**config.mk**
```make
export PLATFORM = sky130hd
export DESIGN_NAME = decode_stage
export DESIGN_NICKNAME = d
export VERILOG_FILES = /design/src/hw/decode_pkg.sv /design/src/hw/instr_decoder.sv /design/src/hw/reg_file.sv /design/src/hw/operand_stage.sv /design/src/hw/decode_stage.sv
export SDC_FILE = /design/constraint.sdc
export NUM_CORES = 2
export LEC_CHECK = 0
export BUFFER_PORTS_ARGS = -buffer_cell sky130_fd_sc_hd__buf_2
export CAP_MARGIN = 0
export CORE_MARGIN = 5
export CORE_UTILIZATION = 60
export CTS_BUF_LIST = sky130_fd_sc_hd__clkbuf_8
export DETAILED_ROUTE_END_ITERATION = 8
export PLACE_DENSITY = 0.79
export SYNTH_ARGS = -nofsm -noshare
export SYNTH_HDL_FRONTEND = slang
export SYNTH_HIERARCHICAL = 1
export SYNTH_SLANG_ARGS = --single-unit
export TNS_END_PERCENT = 10
```
**constraint.sdc**
```tcl
create_clock -name clk_i -period 4.25 [get_ports clk_i]
set_clock_uncertainty 0.1 [all_clocks]
set_input_delay 1.275 -clock clk_i [delete_from_list [all_inputs] [get_ports clk_i]]
set_output_delay 1.275 -clock clk_i [all_outputs]
set_load 0.01 [all_outputs]
```
**src/hw/decode_pkg.sv**
```systemverilog
// shared widths, opcode constants, enums and packet structs for the decode stage and its testbench
`default_nettype none

package decode_pkg;

    localparam int XLEN       = 32;
    localparam int REG_ADDR_W = 5;
    localparam int NUM_REGS   = 32;

    // major opcodes, instr[6:0]
    localparam logic [6:0] OPC_LOAD    = 7'b0000011;
    localparam logic [6:0] OPC_CUSTOM0 = 7'b0001011; // conv accelerator ops
    localparam logic [6:0] OPC_FENCE   = 7'b0001111;
    localparam logic [6:0] OPC_OPIMM   = 7'b0010011;
    localparam logic [6:0] OPC_AUIPC   = 7'b0010111;
    localparam logic [6:0] OPC_STORE   = 7'b0100011;
    localparam logic [6:0] OPC_OP      = 7'b0110011;
    localparam logic [6:0] OPC_LUI     = 7'b0110111;
    localparam logic [6:0] OPC_BRANCH  = 7'b1100011;
    localparam logic [6:0] OPC_JALR    = 7'b1100111;
    localparam logic [6:0] OPC_JAL     = 7'b1101111;
    localparam logic [6:0] OPC_SYSTEM  = 7'b1110011;

    // funct7 patterns, F7_ANY matches anything in a casez
    localparam logic [6:0] F7_BASE   = 7'b0000000;
    localparam logic [6:0] F7_ALT    = 7'b0100000; // sub, sra, srai
    localparam logic [6:0] F7_MULDIV = 7'b0000001;
    localparam logic [6:0] F7_CONV   = 7'b?000000; // bit 31 carries the accumulate enable
    localparam logic [6:0] F7_ANY    = 7'b???????;
    localparam logic [2:0] F3_ANY    = 3'b???;

    // conv ops select on funct3 under OPC_CUSTOM0
    localparam logic [2:0] F3_CONV_LD_W = 3'b000;
    localparam logic [2:0] F3_CONV_LD_X = 3'b001;
    localparam logic [2:0] F3_CONV_CLR  = 3'b010;
    localparam logic [2:0] F3_CONV_RUN  = 3'b011;

    localparam logic [31:0] INSTR_ECALL  = 32'h0000_0073;
    localparam logic [31:0] INSTR_EBREAK = 32'h0010_0073;

    typedef enum logic [5:0] {
        UOP_NOP = 6'd0,
        UOP_ADD, UOP_SUB, UOP_SLL, UOP_SLT, UOP_SLTU, UOP_XOR, UOP_SRL, UOP_SRA, UOP_OR, UOP_AND,
        UOP_ADDI, UOP_SLTI, UOP_SLTIU, UOP_XORI, UOP_ORI, UOP_ANDI, UOP_SLLI, UOP_SRLI, UOP_SRAI,
        UOP_LB, UOP_LH, UOP_LW, UOP_LBU, UOP_LHU,
        UOP_SB, UOP_SH, UOP_SW,
        UOP_BEQ, UOP_BNE, UOP_BLT, UOP_BGE, UOP_BLTU, UOP_BGEU,
        UOP_JAL, UOP_JALR, UOP_LUI, UOP_AUIPC, UOP_FENCE, UOP_ECALL, UOP_EBREAK,
        UOP_MUL, UOP_MULH, UOP_MULHSU, UOP_MULHU, UOP_DIV, UOP_DIVU, UOP_REM, UOP_REMU,
        UOP_CONV_LD_W, UOP_CONV_LD_X, UOP_CONV_CLR, UOP_CONV_RUN
    } uop_e;

    typedef enum logic [1:0] {
        FWD_NONE = 2'd0, // register file value
        FWD_EX   = 2'd1,
        FWD_WB   = 2'd2
    } fwd_sel_e;

    typedef enum logic [2:0] {
        IMM_NONE, IMM_I, IMM_S, IMM_B, IMM_J, IMM_U, IMM_SHAMT
    } imm_fmt_e;

    typedef struct packed {
        logic            valid;
        logic [XLEN-1:0] instr;
        logic [XLEN-1:0] pc;
        logic [XLEN-1:0] pc_next;
    } fetch_pkt_t;

    typedef struct packed {
        logic                  wr_en;
        logic [REG_ADDR_W-1:0] rd;
        logic [XLEN-1:0]       data;
    } wb_pkt_t;

    typedef struct packed {
        uop_e                  uop;
        imm_fmt_e              imm_fmt;
        logic [XLEN-1:0]       imm;
        logic                  use_pc_a;  // op_a is pc
        logic                  use_imm_b; // op_b is the immediate
        logic [REG_ADDR_W-1:0] rd;
        logic                  rd_wr;
        logic                  acc_en;
        logic                  illegal;
    } dec_info_t;

    typedef struct packed {
        logic                  valid;
        uop_e                  uop;
        logic [REG_ADDR_W-1:0] rd;
        logic                  rd_wr;
        logic                  acc_en;
        logic [XLEN-1:0]       op_a;
        logic [XLEN-1:0]       op_b;
        logic [XLEN-1:0]       imm;
        logic [XLEN-1:0]       pc_next;
        logic [2:0]            cmp; // {lt, ltu, eq}
        logic                  illegal;
    } ex_pkt_t;

    localparam ex_pkt_t EX_BUBBLE = '0; // uop is UOP_NOP

endpackage

`default_nettype wire

```
**src/hw/instr_decoder.sv**
```systemverilog
// combinational decoder, turns one instruction word into a micro-op, operand selects and immediate
`timescale 1ns/1ps
`default_nettype none

module instr_decoder (
    input  wire logic [decode_pkg::XLEN-1:0] instr_i,
    output decode_pkg::dec_info_t            dec_o
);
    import decode_pkg::*;

    uop_e            uop;
    imm_fmt_e        imm_fmt;
    logic [XLEN-1:0] imm;
    logic            use_pc_a;
    logic            use_imm_b;
    logic            rd_wr;
    logic            illegal;
    logic [6:0]      opcode;
    logic [16:0]     match_key; // {funct7, funct3, opcode}

    assign opcode    = instr_i[6:0];
    assign match_key = {instr_i[31:25], instr_i[14:12], opcode};

    // fixed system words first, then the field patterns, most specific first
    always_comb begin
        uop     = UOP_NOP;
        illegal = 1'b0;
        if (instr_i == INSTR_ECALL) begin
            uop = UOP_ECALL;
        end else if (instr_i == INSTR_EBREAK) begin
            uop = UOP_EBREAK;
        end else begin
            casez (match_key)
                {F7_BASE,   3'b000, OPC_OP}:      uop = UOP_ADD;
                {F7_ALT,    3'b000, OPC_OP}:      uop = UOP_SUB;
                {F7_BASE,   3'b001, OPC_OP}:      uop = UOP_SLL;
                {F7_BASE,   3'b010, OPC_OP}:      uop = UOP_SLT;
                {F7_BASE,   3'b011, OPC_OP}:      uop = UOP_SLTU;
                {F7_BASE,   3'b100, OPC_OP}:      uop = UOP_XOR;
                {F7_BASE,   3'b101, OPC_OP}:      uop = UOP_SRL;
                {F7_ALT,    3'b101, OPC_OP}:      uop = UOP_SRA;
                {F7_BASE,   3'b110, OPC_OP}:      uop = UOP_OR;
                {F7_BASE,   3'b111, OPC_OP}:      uop = UOP_AND;
                {F7_MULDIV, 3'b000, OPC_OP}:      uop = UOP_MUL;
                {F7_MULDIV, 3'b001, OPC_OP}:      uop = UOP_MULH;
                {F7_MULDIV, 3'b010, OPC_OP}:      uop = UOP_MULHSU;
                {F7_MULDIV, 3'b011, OPC_OP}:      uop = UOP_MULHU;
                {F7_MULDIV, 3'b100, OPC_OP}:      uop = UOP_DIV;
                {F7_MULDIV, 3'b101, OPC_OP}:      uop = UOP_DIVU;
                {F7_MULDIV, 3'b110, OPC_OP}:      uop = UOP_REM;
                {F7_MULDIV, 3'b111, OPC_OP}:      uop = UOP_REMU;
                {F7_BASE,   3'b001, OPC_OPIMM}:   uop = UOP_SLLI;
                {F7_BASE,   3'b101, OPC_OPIMM}:   uop = UOP_SRLI;
                {F7_ALT,    3'b101, OPC_OPIMM}:   uop = UOP_SRAI;
                {F7_ANY,    3'b000, OPC_OPIMM}:   uop = UOP_ADDI;
                {F7_ANY,    3'b010, OPC_OPIMM}:   uop = UOP_SLTI;
                {F7_ANY,    3'b011, OPC_OPIMM}:   uop = UOP_SLTIU;
                {F7_ANY,    3'b100, OPC_OPIMM}:   uop = UOP_XORI;
                {F7_ANY,    3'b110, OPC_OPIMM}:   uop = UOP_ORI;
                {F7_ANY,    3'b111, OPC_OPIMM}:   uop = UOP_ANDI;
                {F7_ANY,    3'b000, OPC_LOAD}:    uop = UOP_LB;
                {F7_ANY,    3'b001, OPC_LOAD}:    uop = UOP_LH;
                {F7_ANY,    3'b010, OPC_LOAD}:    uop = UOP_LW;
                {F7_ANY,    3'b100, OPC_LOAD}:    uop = UOP_LBU;
                {F7_ANY,    3'b101, OPC_LOAD}:    uop = UOP_LHU;
                {F7_ANY,    3'b000, OPC_STORE}:   uop = UOP_SB;
                {F7_ANY,    3'b001, OPC_STORE}:   uop = UOP_SH;
                {F7_ANY,    3'b010, OPC_STORE}:   uop = UOP_SW;
                {F7_ANY,    3'b000, OPC_BRANCH}:  uop = UOP_BEQ;
                {F7_ANY,    3'b001, OPC_BRANCH}:  uop = UOP_BNE;
                {F7_ANY,    3'b100, OPC_BRANCH}:  uop = UOP_BLT;
                {F7_ANY,    3'b101, OPC_BRANCH}:  uop = UOP_BGE;
                {F7_ANY,    3'b110, OPC_BRANCH}:  uop = UOP_BLTU;
                {F7_ANY,    3'b111, OPC_BRANCH}:  uop = UOP_BGEU;
                {F7_ANY,    3'b000, OPC_JALR}:    uop = UOP_JALR;
                {F7_ANY,    F3_ANY, OPC_JAL}:     uop = UOP_JAL;
                {F7_ANY,    F3_ANY, OPC_LUI}:     uop = UOP_LUI;
                {F7_ANY,    F3_ANY, OPC_AUIPC}:   uop = UOP_AUIPC;
                {F7_ANY,    3'b000, OPC_FENCE}:   uop = UOP_FENCE;
                {F7_CONV, F3_CONV_LD_W, OPC_CUSTOM0}: uop = UOP_CONV_LD_W;
                {F7_CONV, F3_CONV_LD_X, OPC_CUSTOM0}: uop = UOP_CONV_LD_X;
                {F7_BASE, F3_CONV_CLR,  OPC_CUSTOM0}: uop = UOP_CONV_CLR;
                {F7_BASE, F3_CONV_RUN,  OPC_CUSTOM0}: uop = UOP_CONV_RUN;
                default: illegal = 1'b1; // uop stays NOP
            endcase
        end
    end

    // operand routing follows the opcode once the word is known to be legal
    always_comb begin
        imm_fmt   = IMM_NONE;
        use_pc_a  = 1'b0;
        use_imm_b = 1'b0;
        rd_wr     = 1'b0;
        if (!illegal) begin
            case (opcode)
                OPC_LOAD, OPC_JALR: begin
                    imm_fmt   = IMM_I;
                    use_imm_b = 1'b1;
                    rd_wr     = 1'b1;
                end
                OPC_OPIMM: begin
                    // funct3 001 and 101 are the shifts
                    imm_fmt   = (instr_i[13:12] == 2'b01) ? IMM_SHAMT : IMM_I;
                    use_imm_b = 1'b1;
                    rd_wr     = 1'b1;
                end
                OPC_STORE: begin
                    imm_fmt   = IMM_S;
                    use_imm_b = 1'b1;
                end
                OPC_LUI, OPC_AUIPC: begin
                    imm_fmt   = IMM_U;
                    use_pc_a  = (opcode == OPC_AUIPC);
                    use_imm_b = 1'b1;
                    rd_wr     = 1'b1;
                end
                OPC_BRANCH: imm_fmt = IMM_B; // op_b stays rs2 for the compare
                OPC_JAL: begin
                    imm_fmt  = IMM_J;
                    use_pc_a = 1'b1;
                    rd_wr    = 1'b1;
                end
                OPC_OP:      rd_wr = 1'b1;
                OPC_CUSTOM0: rd_wr = (uop == UOP_CONV_RUN); // run returns a status word in rd
                default: ; // fence and system write nothing
            endcase
        end
    end

    always_comb begin
        case (imm_fmt)
            IMM_I:     imm = {{20{instr_i[31]}}, instr_i[31:20]};
            IMM_S:     imm = {{20{instr_i[31]}}, instr_i[31:25], instr_i[11:7]};
            IMM_B:     imm = {{19{instr_i[31]}}, instr_i[31], instr_i[7], instr_i[30:25],
                              instr_i[11:8], 1'b0};
            IMM_J:     imm = {{11{instr_i[31]}}, instr_i[31], instr_i[19:12], instr_i[20],
                              instr_i[30:21], 1'b0};
            IMM_U:     imm = {instr_i[31:12], 12'b0};
            IMM_SHAMT: imm = {27'b0, instr_i[24:20]}; // shamt, no sign
            default:   imm = '0;
        endcase
    end

    assign dec_o.uop       = uop;
    assign dec_o.imm_fmt   = imm_fmt;
    assign dec_o.imm       = imm;
    assign dec_o.use_pc_a  = use_pc_a;
    assign dec_o.use_imm_b = use_imm_b;
    assign dec_o.rd        = instr_i[11:7];
    assign dec_o.rd_wr     = rd_wr;
    assign dec_o.acc_en    = (uop == UOP_CONV_LD_W) || (uop == UOP_CONV_LD_X) ? instr_i[31] : 1'b0;
    assign dec_o.illegal   = illegal;

endmodule

`default_nettype wire

```
**src/hw/reg_file.sv**
```systemverilog
// integer register file of the decode stage, two combinational reads and the write-back port
`timescale 1ns/1ps
`default_nettype none

module reg_file (
    input  wire logic                              clk_i,
    input  wire logic                              rst_n_i,
    input  wire logic [decode_pkg::REG_ADDR_W-1:0] rs1_i,
    input  wire logic [decode_pkg::REG_ADDR_W-1:0] rs2_i,
    output logic      [decode_pkg::XLEN-1:0]       rs1_data_o,
    output logic      [decode_pkg::XLEN-1:0]       rs2_data_o,
    input  decode_pkg::wb_pkt_t                    wb_i
);
    import decode_pkg::*;

    logic [XLEN-1:0] regs [NUM_REGS];

    // write lands on the edge, so a same-cycle read still sees the old value
    always_ff @(posedge clk_i or negedge rst_n_i) begin
        if (!rst_n_i) begin
            for (int i = 0; i < NUM_REGS; i++) begin
                regs[i] <= '0;
            end
        end else if (wb_i.wr_en && (wb_i.rd != '0)) begin // x0 is never written
            regs[wb_i.rd] <= wb_i.data;
        end
    end

    assign rs1_data_o = (rs1_i == '0) ? '0 : regs[rs1_i];
    assign rs2_data_o = (rs2_i == '0) ? '0 : regs[rs2_i];

endmodule

`default_nettype wire

```
**src/hw/operand_stage.sv**
```systemverilog
// forwarding, operand select, branch compare and the execute pipeline register of the decode stage
`timescale 1ns/1ps
`default_nettype none

module operand_stage (
    input  wire logic                        clk_i,
    input  wire logic                        rst_n_i,
    input  decode_pkg::dec_info_t            dec_i,
    input  wire logic                        valid_i,
    input  wire logic [decode_pkg::XLEN-1:0] pc_i,
    input  wire logic [decode_pkg::XLEN-1:0] pc_next_i,
    input  wire logic [decode_pkg::XLEN-1:0] rs1_data_i,
    input  wire logic [decode_pkg::XLEN-1:0] rs2_data_i,
    input  wire logic                        stall_i,
    input  decode_pkg::fwd_sel_e             fwd_a_i,
    input  decode_pkg::fwd_sel_e             fwd_b_i,
    input  wire logic [decode_pkg::XLEN-1:0] ex_fwd_data_i,
    input  wire logic [decode_pkg::XLEN-1:0] wb_fwd_data_i,
    output decode_pkg::ex_pkt_t              ex_o
);
    import decode_pkg::*;

    logic [XLEN-1:0] src_a;
    logic [XLEN-1:0] src_b;
    logic [XLEN-1:0] op_a;
    logic [XLEN-1:0] op_b;
    logic            lt;
    logic            ltu;
    logic            eq;
    ex_pkt_t         ex_next;

    // same selection for both sources
    function automatic logic [XLEN-1:0] fwd_mux(
        input fwd_sel_e        sel,
        input logic [XLEN-1:0] rf_data,
        input logic [XLEN-1:0] ex_data,
        input logic [XLEN-1:0] wb_data
    );
        logic [XLEN-1:0] res;
        case (sel)
            FWD_EX:  res = ex_data;
            FWD_WB:  res = wb_data;
            default: res = rf_data; // FWD_NONE and the unused code
        endcase
        return res;
    endfunction

    assign src_a = fwd_mux(fwd_a_i, rs1_data_i, ex_fwd_data_i, wb_fwd_data_i);
    assign src_b = fwd_mux(fwd_b_i, rs2_data_i, ex_fwd_data_i, wb_fwd_data_i);

    // the immediate always wins over a forwarded rs2
    assign op_a = dec_i.use_pc_a  ? pc_i      : src_a;
    assign op_b = dec_i.use_imm_b ? dec_i.imm : src_b;

    // branch relations use the sources, never the selected operands
    assign lt  = $signed(src_a) < $signed(src_b);
    assign ltu = src_a < src_b;
    assign eq  = src_a == src_b;

    always_comb begin
        ex_next         = EX_BUBBLE;
        ex_next.valid   = 1'b1;
        ex_next.uop     = dec_i.uop;
        ex_next.rd      = dec_i.rd;
        ex_next.rd_wr   = dec_i.rd_wr;
        ex_next.acc_en  = dec_i.acc_en;
        ex_next.op_a    = op_a;
        ex_next.op_b    = op_b;
        ex_next.imm     = dec_i.imm;
        ex_next.pc_next = pc_next_i;
        ex_next.cmp     = {lt, ltu, eq};
        ex_next.illegal = dec_i.illegal;
    end

    // a stalled or empty slot turns into a bubble, fetch replays the stalled word
    always_ff @(posedge clk_i or negedge rst_n_i) begin
        if (!rst_n_i) begin
            ex_o <= EX_BUBBLE;
        end else if (stall_i || !valid_i) begin
            ex_o <= EX_BUBBLE;
        end else begin
            ex_o <= ex_next;
        end
    end

endmodule

`default_nettype wire

```
**src/hw/decode_stage.sv**
```systemverilog
// top of the decode and register read stage, fetch packet in and execute packet out one cycle later
`timescale 1ns/1ps
`default_nettype none

module decode_stage (
    input  wire logic                        clk_i,
    input  wire logic                        rst_n_i,
    input  decode_pkg::fetch_pkt_t           fetch_i,
    input  decode_pkg::wb_pkt_t              wb_i,
    input  wire logic                        stall_i,        // from the hazard unit
    input  decode_pkg::fwd_sel_e             fwd_a_i,
    input  decode_pkg::fwd_sel_e             fwd_b_i,
    input  wire logic [decode_pkg::XLEN-1:0] ex_fwd_data_i,
    input  wire logic [decode_pkg::XLEN-1:0] wb_fwd_data_i,
    output decode_pkg::ex_pkt_t              ex_o
);
    import decode_pkg::*;

    dec_info_t       dec_info;
    logic [XLEN-1:0] rs1_data;
    logic [XLEN-1:0] rs2_data;

    instr_decoder u_instr_decoder (
        .instr_i (fetch_i.instr),
        .dec_o   (dec_info)
    );

    // register addresses come straight from the raw word, decode runs in parallel
    reg_file u_reg_file (
        .clk_i      (clk_i),
        .rst_n_i    (rst_n_i),
        .rs1_i      (fetch_i.instr[19:15]),
        .rs2_i      (fetch_i.instr[24:20]),
        .rs1_data_o (rs1_data),
        .rs2_data_o (rs2_data),
        .wb_i       (wb_i)
    );

    operand_stage u_operand_stage (
        .clk_i         (clk_i),
        .rst_n_i       (rst_n_i),
        .dec_i         (dec_info),
        .valid_i       (fetch_i.valid),
        .pc_i          (fetch_i.pc),
        .pc_next_i     (fetch_i.pc_next),
        .rs1_data_i    (rs1_data),
        .rs2_data_i    (rs2_data),
        .stall_i       (stall_i),
        .fwd_a_i       (fwd_a_i),
        .fwd_b_i       (fwd_b_i),
        .ex_fwd_data_i (ex_fwd_data_i),
        .wb_fwd_data_i (wb_fwd_data_i),
        .ex_o          (ex_o)
    );

endmodule

`default_nettype wire

```
# Word level (Yosys, flattened, before mapping)
# Index checks and enable logic that the tools add are counted.
[word_totals] ff_bits=1170 in_bits=206 output_inout_bits=146
[classes] magnitude_cmp=6 n_eq_ne=74 n_mux=33 n_bitwise=3 n_reduce_logical=13
[op_table] op="$bwmux 1024" count=1
[op_table] op="$bmux 32 s5" count=2
[op_table] op="$pmux 6 s50" count=1
[op_table] op="$mux 32" count=9
[op_table] op="$pmux 32 s6" count=1
[op_table] op="$demux 32 s5" count=1
[op_table] op="$mux 146" count=1
[op_table] op="$eq 17x11->1 const B" count=8
[op_table] op="$pmux 32 s2" count=2
[op_table] op="$eq 10x10->1 const B" count=9
[op_table] op="$eq 17x10->1 const B" count=5
[op_table] op="$eq 17x9->1 const B" count=4
[op_table] op="$lt 32x32->1" count=2
[op_table] op="$eq 17x16->1 const B" count=3
[op_table] op="$reduce_or 50->1" count=1
[op_table] op="$eq 10x9->1 const B" count=4
[op_table] op="$eq 17x8->1 const B" count=2
[op_table] op="$eq 32x21->1 const B" count=1
[op_table] op="$eq 32x32->1" count=1
[op_table] op="$eq 32x7->1 const B" count=1
[op_table] op="$eq 10x8->1 const B" count=3
[op_table] op="$eq 7x6->1 const B" count=3
[op_table] op="$eq 7x7->1 const B" count=3
[op_table] op="$eq 10x7->1 const B" count=2
[op_table] op="32 further kinds" count=59

# Logic depth before layout (Yosys ltp)
[logic_depth] word_depth=10 depth_mapped=18

# Modules after synthesis
# Netlist, hierarchy kept.
[by_module_without_submodules] mod="reg_file" n_inst=1 cells_each=3514 area_each_um2=54019.3 seq_area_each_um2=25624.6
[by_module_without_submodules] mod="operand_stage" n_inst=1 cells_each=721 area_each_um2=7028.0 seq_area_each_um2=3653.5
[by_module_without_submodules] mod="instr_decoder" n_inst=1 cells_each=305 area_each_um2=1901.8 seq_area_each_um2=0.0

# Worst setup path after synthesis
# Ideal clock, no wire load.
[synth_path] path_kind="input-to-reg" from="input fetch_i[84] in the netlist's numbering" to="register, netlist name u_operand_stage/ex_o[3]" arrival_ns=4.477 t_required_ns=4.014 path_slack_ns=-0.462 stages=14 n_path_buf=3 cell_sequence="buf_2 -> buf_2 -> buf_2 -> mux4_2 -> a2111oi_0 -> nor3_1 -> a21oi_1 -> ha_1 -> a41o_1 -> a21oi_1 -> nor3_1 -> o41a_1 -> o311ai_1 -> o41ai_1"
[synth_between] elab_chain_cells=8 word_cells_on_any_way=9 cone_classes="order compare: 1; mux: 6; bitwise: 1; reduce/logical: 1"
[synth_lines] element="from (decl)" line="decode_stage.sv:8" text="input decode_pkg::fetch_pkt_t fetch_i,"
[synth_lines] element="$not 5->6 (implied by the code)" line="reg_file.sv:30" text="assign rs2_data_o = (rs2_i == '0) ? '0 : regs[rs2_i];"
[synth_lines] element="$bmux 32 s5" line="reg_file.sv:30"
[synth_lines] element="$mux 32 (implied by the code) (2 in series)" line="reg_file.sv:30"
[synth_lines] element="$mux 32 *" line="reg_file.sv:30"
[synth_lines] element="net rs2_data[5]" line="decode_stage.sv:21" text="logic [XLEN-1:0] rs2_data;"
[synth_lines] element="$pmux 32 s2 *" line="operand_stage.sv:40" text="case (sel)"
[synth_lines] element="$lt 32x32->1 *" line="operand_stage.sv:56" text="assign lt = $signed(src_a) < $signed(src_b);"
[synth_lines] element="$mux 146 *" line="operand_stage.sv:79" text="end else if (stall_i || !valid_i) begin"
# The timed path passes the listed nets; every way through them passes the cells marked *. The select of a mux whose other input is x is not followed.
# A chain may end at the register's enable or synchronous reset.

# Worst setup path after layout
[layout_path] from="input fetch_i[84] in the netlist's numbering" to="register, netlist name u_operand_stage/ex_o[3]"
[layout_between] elab_chain_cells=8 word_cells_on_any_way=9 cone_classes="order compare: 1; mux: 6; bitwise: 1; reduce/logical: 1"
[layout_lines] element="$not 5->6 (implied by the code)" line="reg_file.sv:30"
[layout_lines] element="$bmux 32 s5" line="reg_file.sv:30"
[layout_lines] element="$mux 32 (implied by the code) (2 in series)" line="reg_file.sv:30"
[layout_lines] element="$mux 32 *" line="reg_file.sv:30"
[layout_lines] element="net rs2_data[15]" line="decode_stage.sv:21"
[layout_lines] element="$pmux 32 s2 *" line="operand_stage.sv:40"
[layout_lines] element="$lt 32x32->1 *" line="operand_stage.sv:56"
[layout_lines] element="$mux 146 *" line="operand_stage.sv:79"
# Marks and branches as above.

==> flow_metrics.tcl <==
set metrics [dict create \
    ctsHoldBuffers 0 \
    slew_headroom_pct 30.46 \
    insertion_delay_ns 0.90 \
    coreArea_sq_um 103800 \
    worstSetupEndpointType "flop" \
    clockRootBuffer "clkbuf_8" \
    firstDrtPassIters 9 \
    syn_area_sq_um 62940 \
    clk_path_buf_depth 3 \
    slowest_delay_ns 0.51 \
    whs_ns 0.2409 \
    wire_per_inst_microns 33.37 \
    critical_path.cell_chain "buf_16 > bufbuf_16 > mux4_2 > a22o_1 > a2111oi_4 > nor3_2 > buf_4 > a21oi_2 > ha_1 > nand4_4 > nor3_1 > a21boi_1 > o41a_1 > buf_6 > o311ai_2 > o41ai_1" \
    overflow 0 \
    gp_congestion 1.010 \
    io_pins 352 \
    first_iter_violations 6905 \
    finalSetupViolations 1 \
    crit_fanout 10 \
    die_w_microns 333.9 \
    slowest_stage "mux4_2" \
    cts_tree "built" \
    violations "setup timing" \
    setup.worst_path.start_class "primary input" \
    final.fill_count 6332 \
    ys_warn_count 6 \
    post-route-period-util_pct 101.3 \
    outcome "complete, but fails checks" \
    initial_utilization_pct 60.64 \
    drt-total-wl_microns 224200 \
    final_nets 5427 \
    fin_tns_setup_ns -0.05366 \
    synth_area_per_cell_sq_um 13.87 \
    synth_fp_nets 4779 \
    power.density_nw_per_um2 429.4 \
    place.port_buffers 351 \
    ir_worst_vdd_uv 337.8 \
    place_ws_ns -1.288 \
    grt_max_degree 118 \
    grt_use_total_pct 39.32 \
    areaGrowthSynthToFinish_pct 19.45 \
    worstSetupPathType "in2reg" \
    critPathRequiredTime_ns 4.90 \
    drive_gt1_share_pct 54.53 \
    dieArea_sq_um 111500 \
    die_h_microns 333.9 \
    place_hpwl_microns 142200 \
    period_minus_slack_ns 4.304 \
    report.final.slew_viol_count 0 \
    dp.cells 6343 \
    viasPerCell 7.179 \
    p_leak_nw 34.08 \
    antenna_left 0 \
    layoutNonFillerInstCount 6719 \
    worst_ep_arrival_time_ns 4.95 \
    grt_pass1_vias 49250 \
    fp-row-count 118 \
    cts.htree.levels 4 \
    grt_pass1_wl_microns 326000 \
    cts.sink_count 1170 \
    antenna_found_initial 10 \
    hold_path.class "in2async" \
    clk_pin_slew_ns 0.06 \
    fin_ws_ns -0.05366 \
    finalHoldViolCount 0 \
    synthesis.instances 4537 \
    worst_pin_slew_ns 1.041 \
    cap_viol_max_count 0 \
    route.detailed.drc 0 \
    vias 48230 \
    numCtsBuffers 185 \
    fmax_mhz 232.4 \
    power.total_mw 32.28 \
]
## repair_timing
action,4_1_cts,5_1_grt
setup buffers,20,4
setup endpoints to repair,2,2
gates resized for setup,87,106
pin swaps,8,21
gates cloned,10,2
## layout by cell type, fill, tap and decap left out, types with 16 or more instances in the layout
cell      instances
a211oi_1         31
a21oi_1          73
a21oi_2          20
a22o_1           53
a22oi_1          83
and2_1           83
buf_12           85
buf_2           343
buf_4           494
buf_6            20
clkbuf_8        239
clkinv_2         16
dfrtp_1        1170
ha_1             33
inv_1            68
mux2_2         1020
mux2i_1         189
mux4_2          469
nand2_1          99
nand3_1          21
nor2_1          158
nor2b_1          20
nor3_1           47
nor3_2           21
o21ai_0          32
o221ai_1         26
o22ai_1          63
o22ai_2          21
## routing by layer
layer	vias up	routed length, microns	share of wire (%)	track usage [%]
li1	18690	-	-	-
met1	24490	77570	35	50.52
met2	4036	99350	44	58.46
met3	1010	31510	14	13.93
met4	2	15750	7.0	22.83
met5	-	13	0.0058	0
## path summary, 6_finish.rpt
check / startpoint / to / slack, ns / cells past startpoint
worst max-delay path: fetch_i[84] / u_operand_stage/ex_o[3] / -0.05 / 16
worst min-delay path: rst_n_i / u_operand_stage/ex_o[106] / 0.24 / 1
worst max register to register: u_reg_file/regs[317] / u_operand_stage/ex_o[3] / 0.39 / 16
max in group asynchronous: rst_n_i / u_reg_file/regs[146] / 2.58 / 2
worst min register to register: u_reg_file/regs[1001] / u_reg_file/regs[1001] / 0.30 / 0
min in group clk_i: u_reg_file/regs[1001] / u_reg_file/regs[1001] / 0.30 / 0
## layout make-up
| type | count | area (sq um) | share of cell area [%] |
|---|---|---|---|
| Tap cell | 1380 | 1727 | 2.297 |
| Clock buffer | 239 | 3289 | 4.375 |
| Inverter | 13 | 48.80 | 0.06491 |
| Sequential cell | 1170 | 29280 | 38.94 |
| Multi-Input combinational cell | 2847 | 32190 | 42.82 |
| Timing Repair Buffer | 968 | 8003 | 10.64 |
| Clock inverter | 90 | 609.3 | 0.8105 |
| Antenna cell | 12 | 30.03 | 0.03994 |
## critical path: cells and delay by family
family                     cells  cell delay (ns)
AOI/OAI and AO/OA              7             1.69
buffers and inverters          4             0.84
muxes                          1             0.51
and+or+nand+nor                3             0.31
adders and majority gates      1             0.29
## state kept, by name, summed over array words and instances, names as in the netlist
register	count
u_operand_stage/ex_o	146
u_reg_file/regs	1024
## per-stage QoR
stage                     utilization [%]  cell area [sq um]
final                               72.43              75180
after global routing                72.42              75160
after CTS                           71.83              74560
after detailed placement            67.26              69810
after global placement              67.26              69810
after floorplan                         -              63380
## power by group
part	total [mW]	switching, mW	internal (mW)
combinational	7.48	3.21	4.28
clock	10.2	4.64	5.51
sequential	14.7	1.61	13.0
Power figures use the tool's default switching activity.
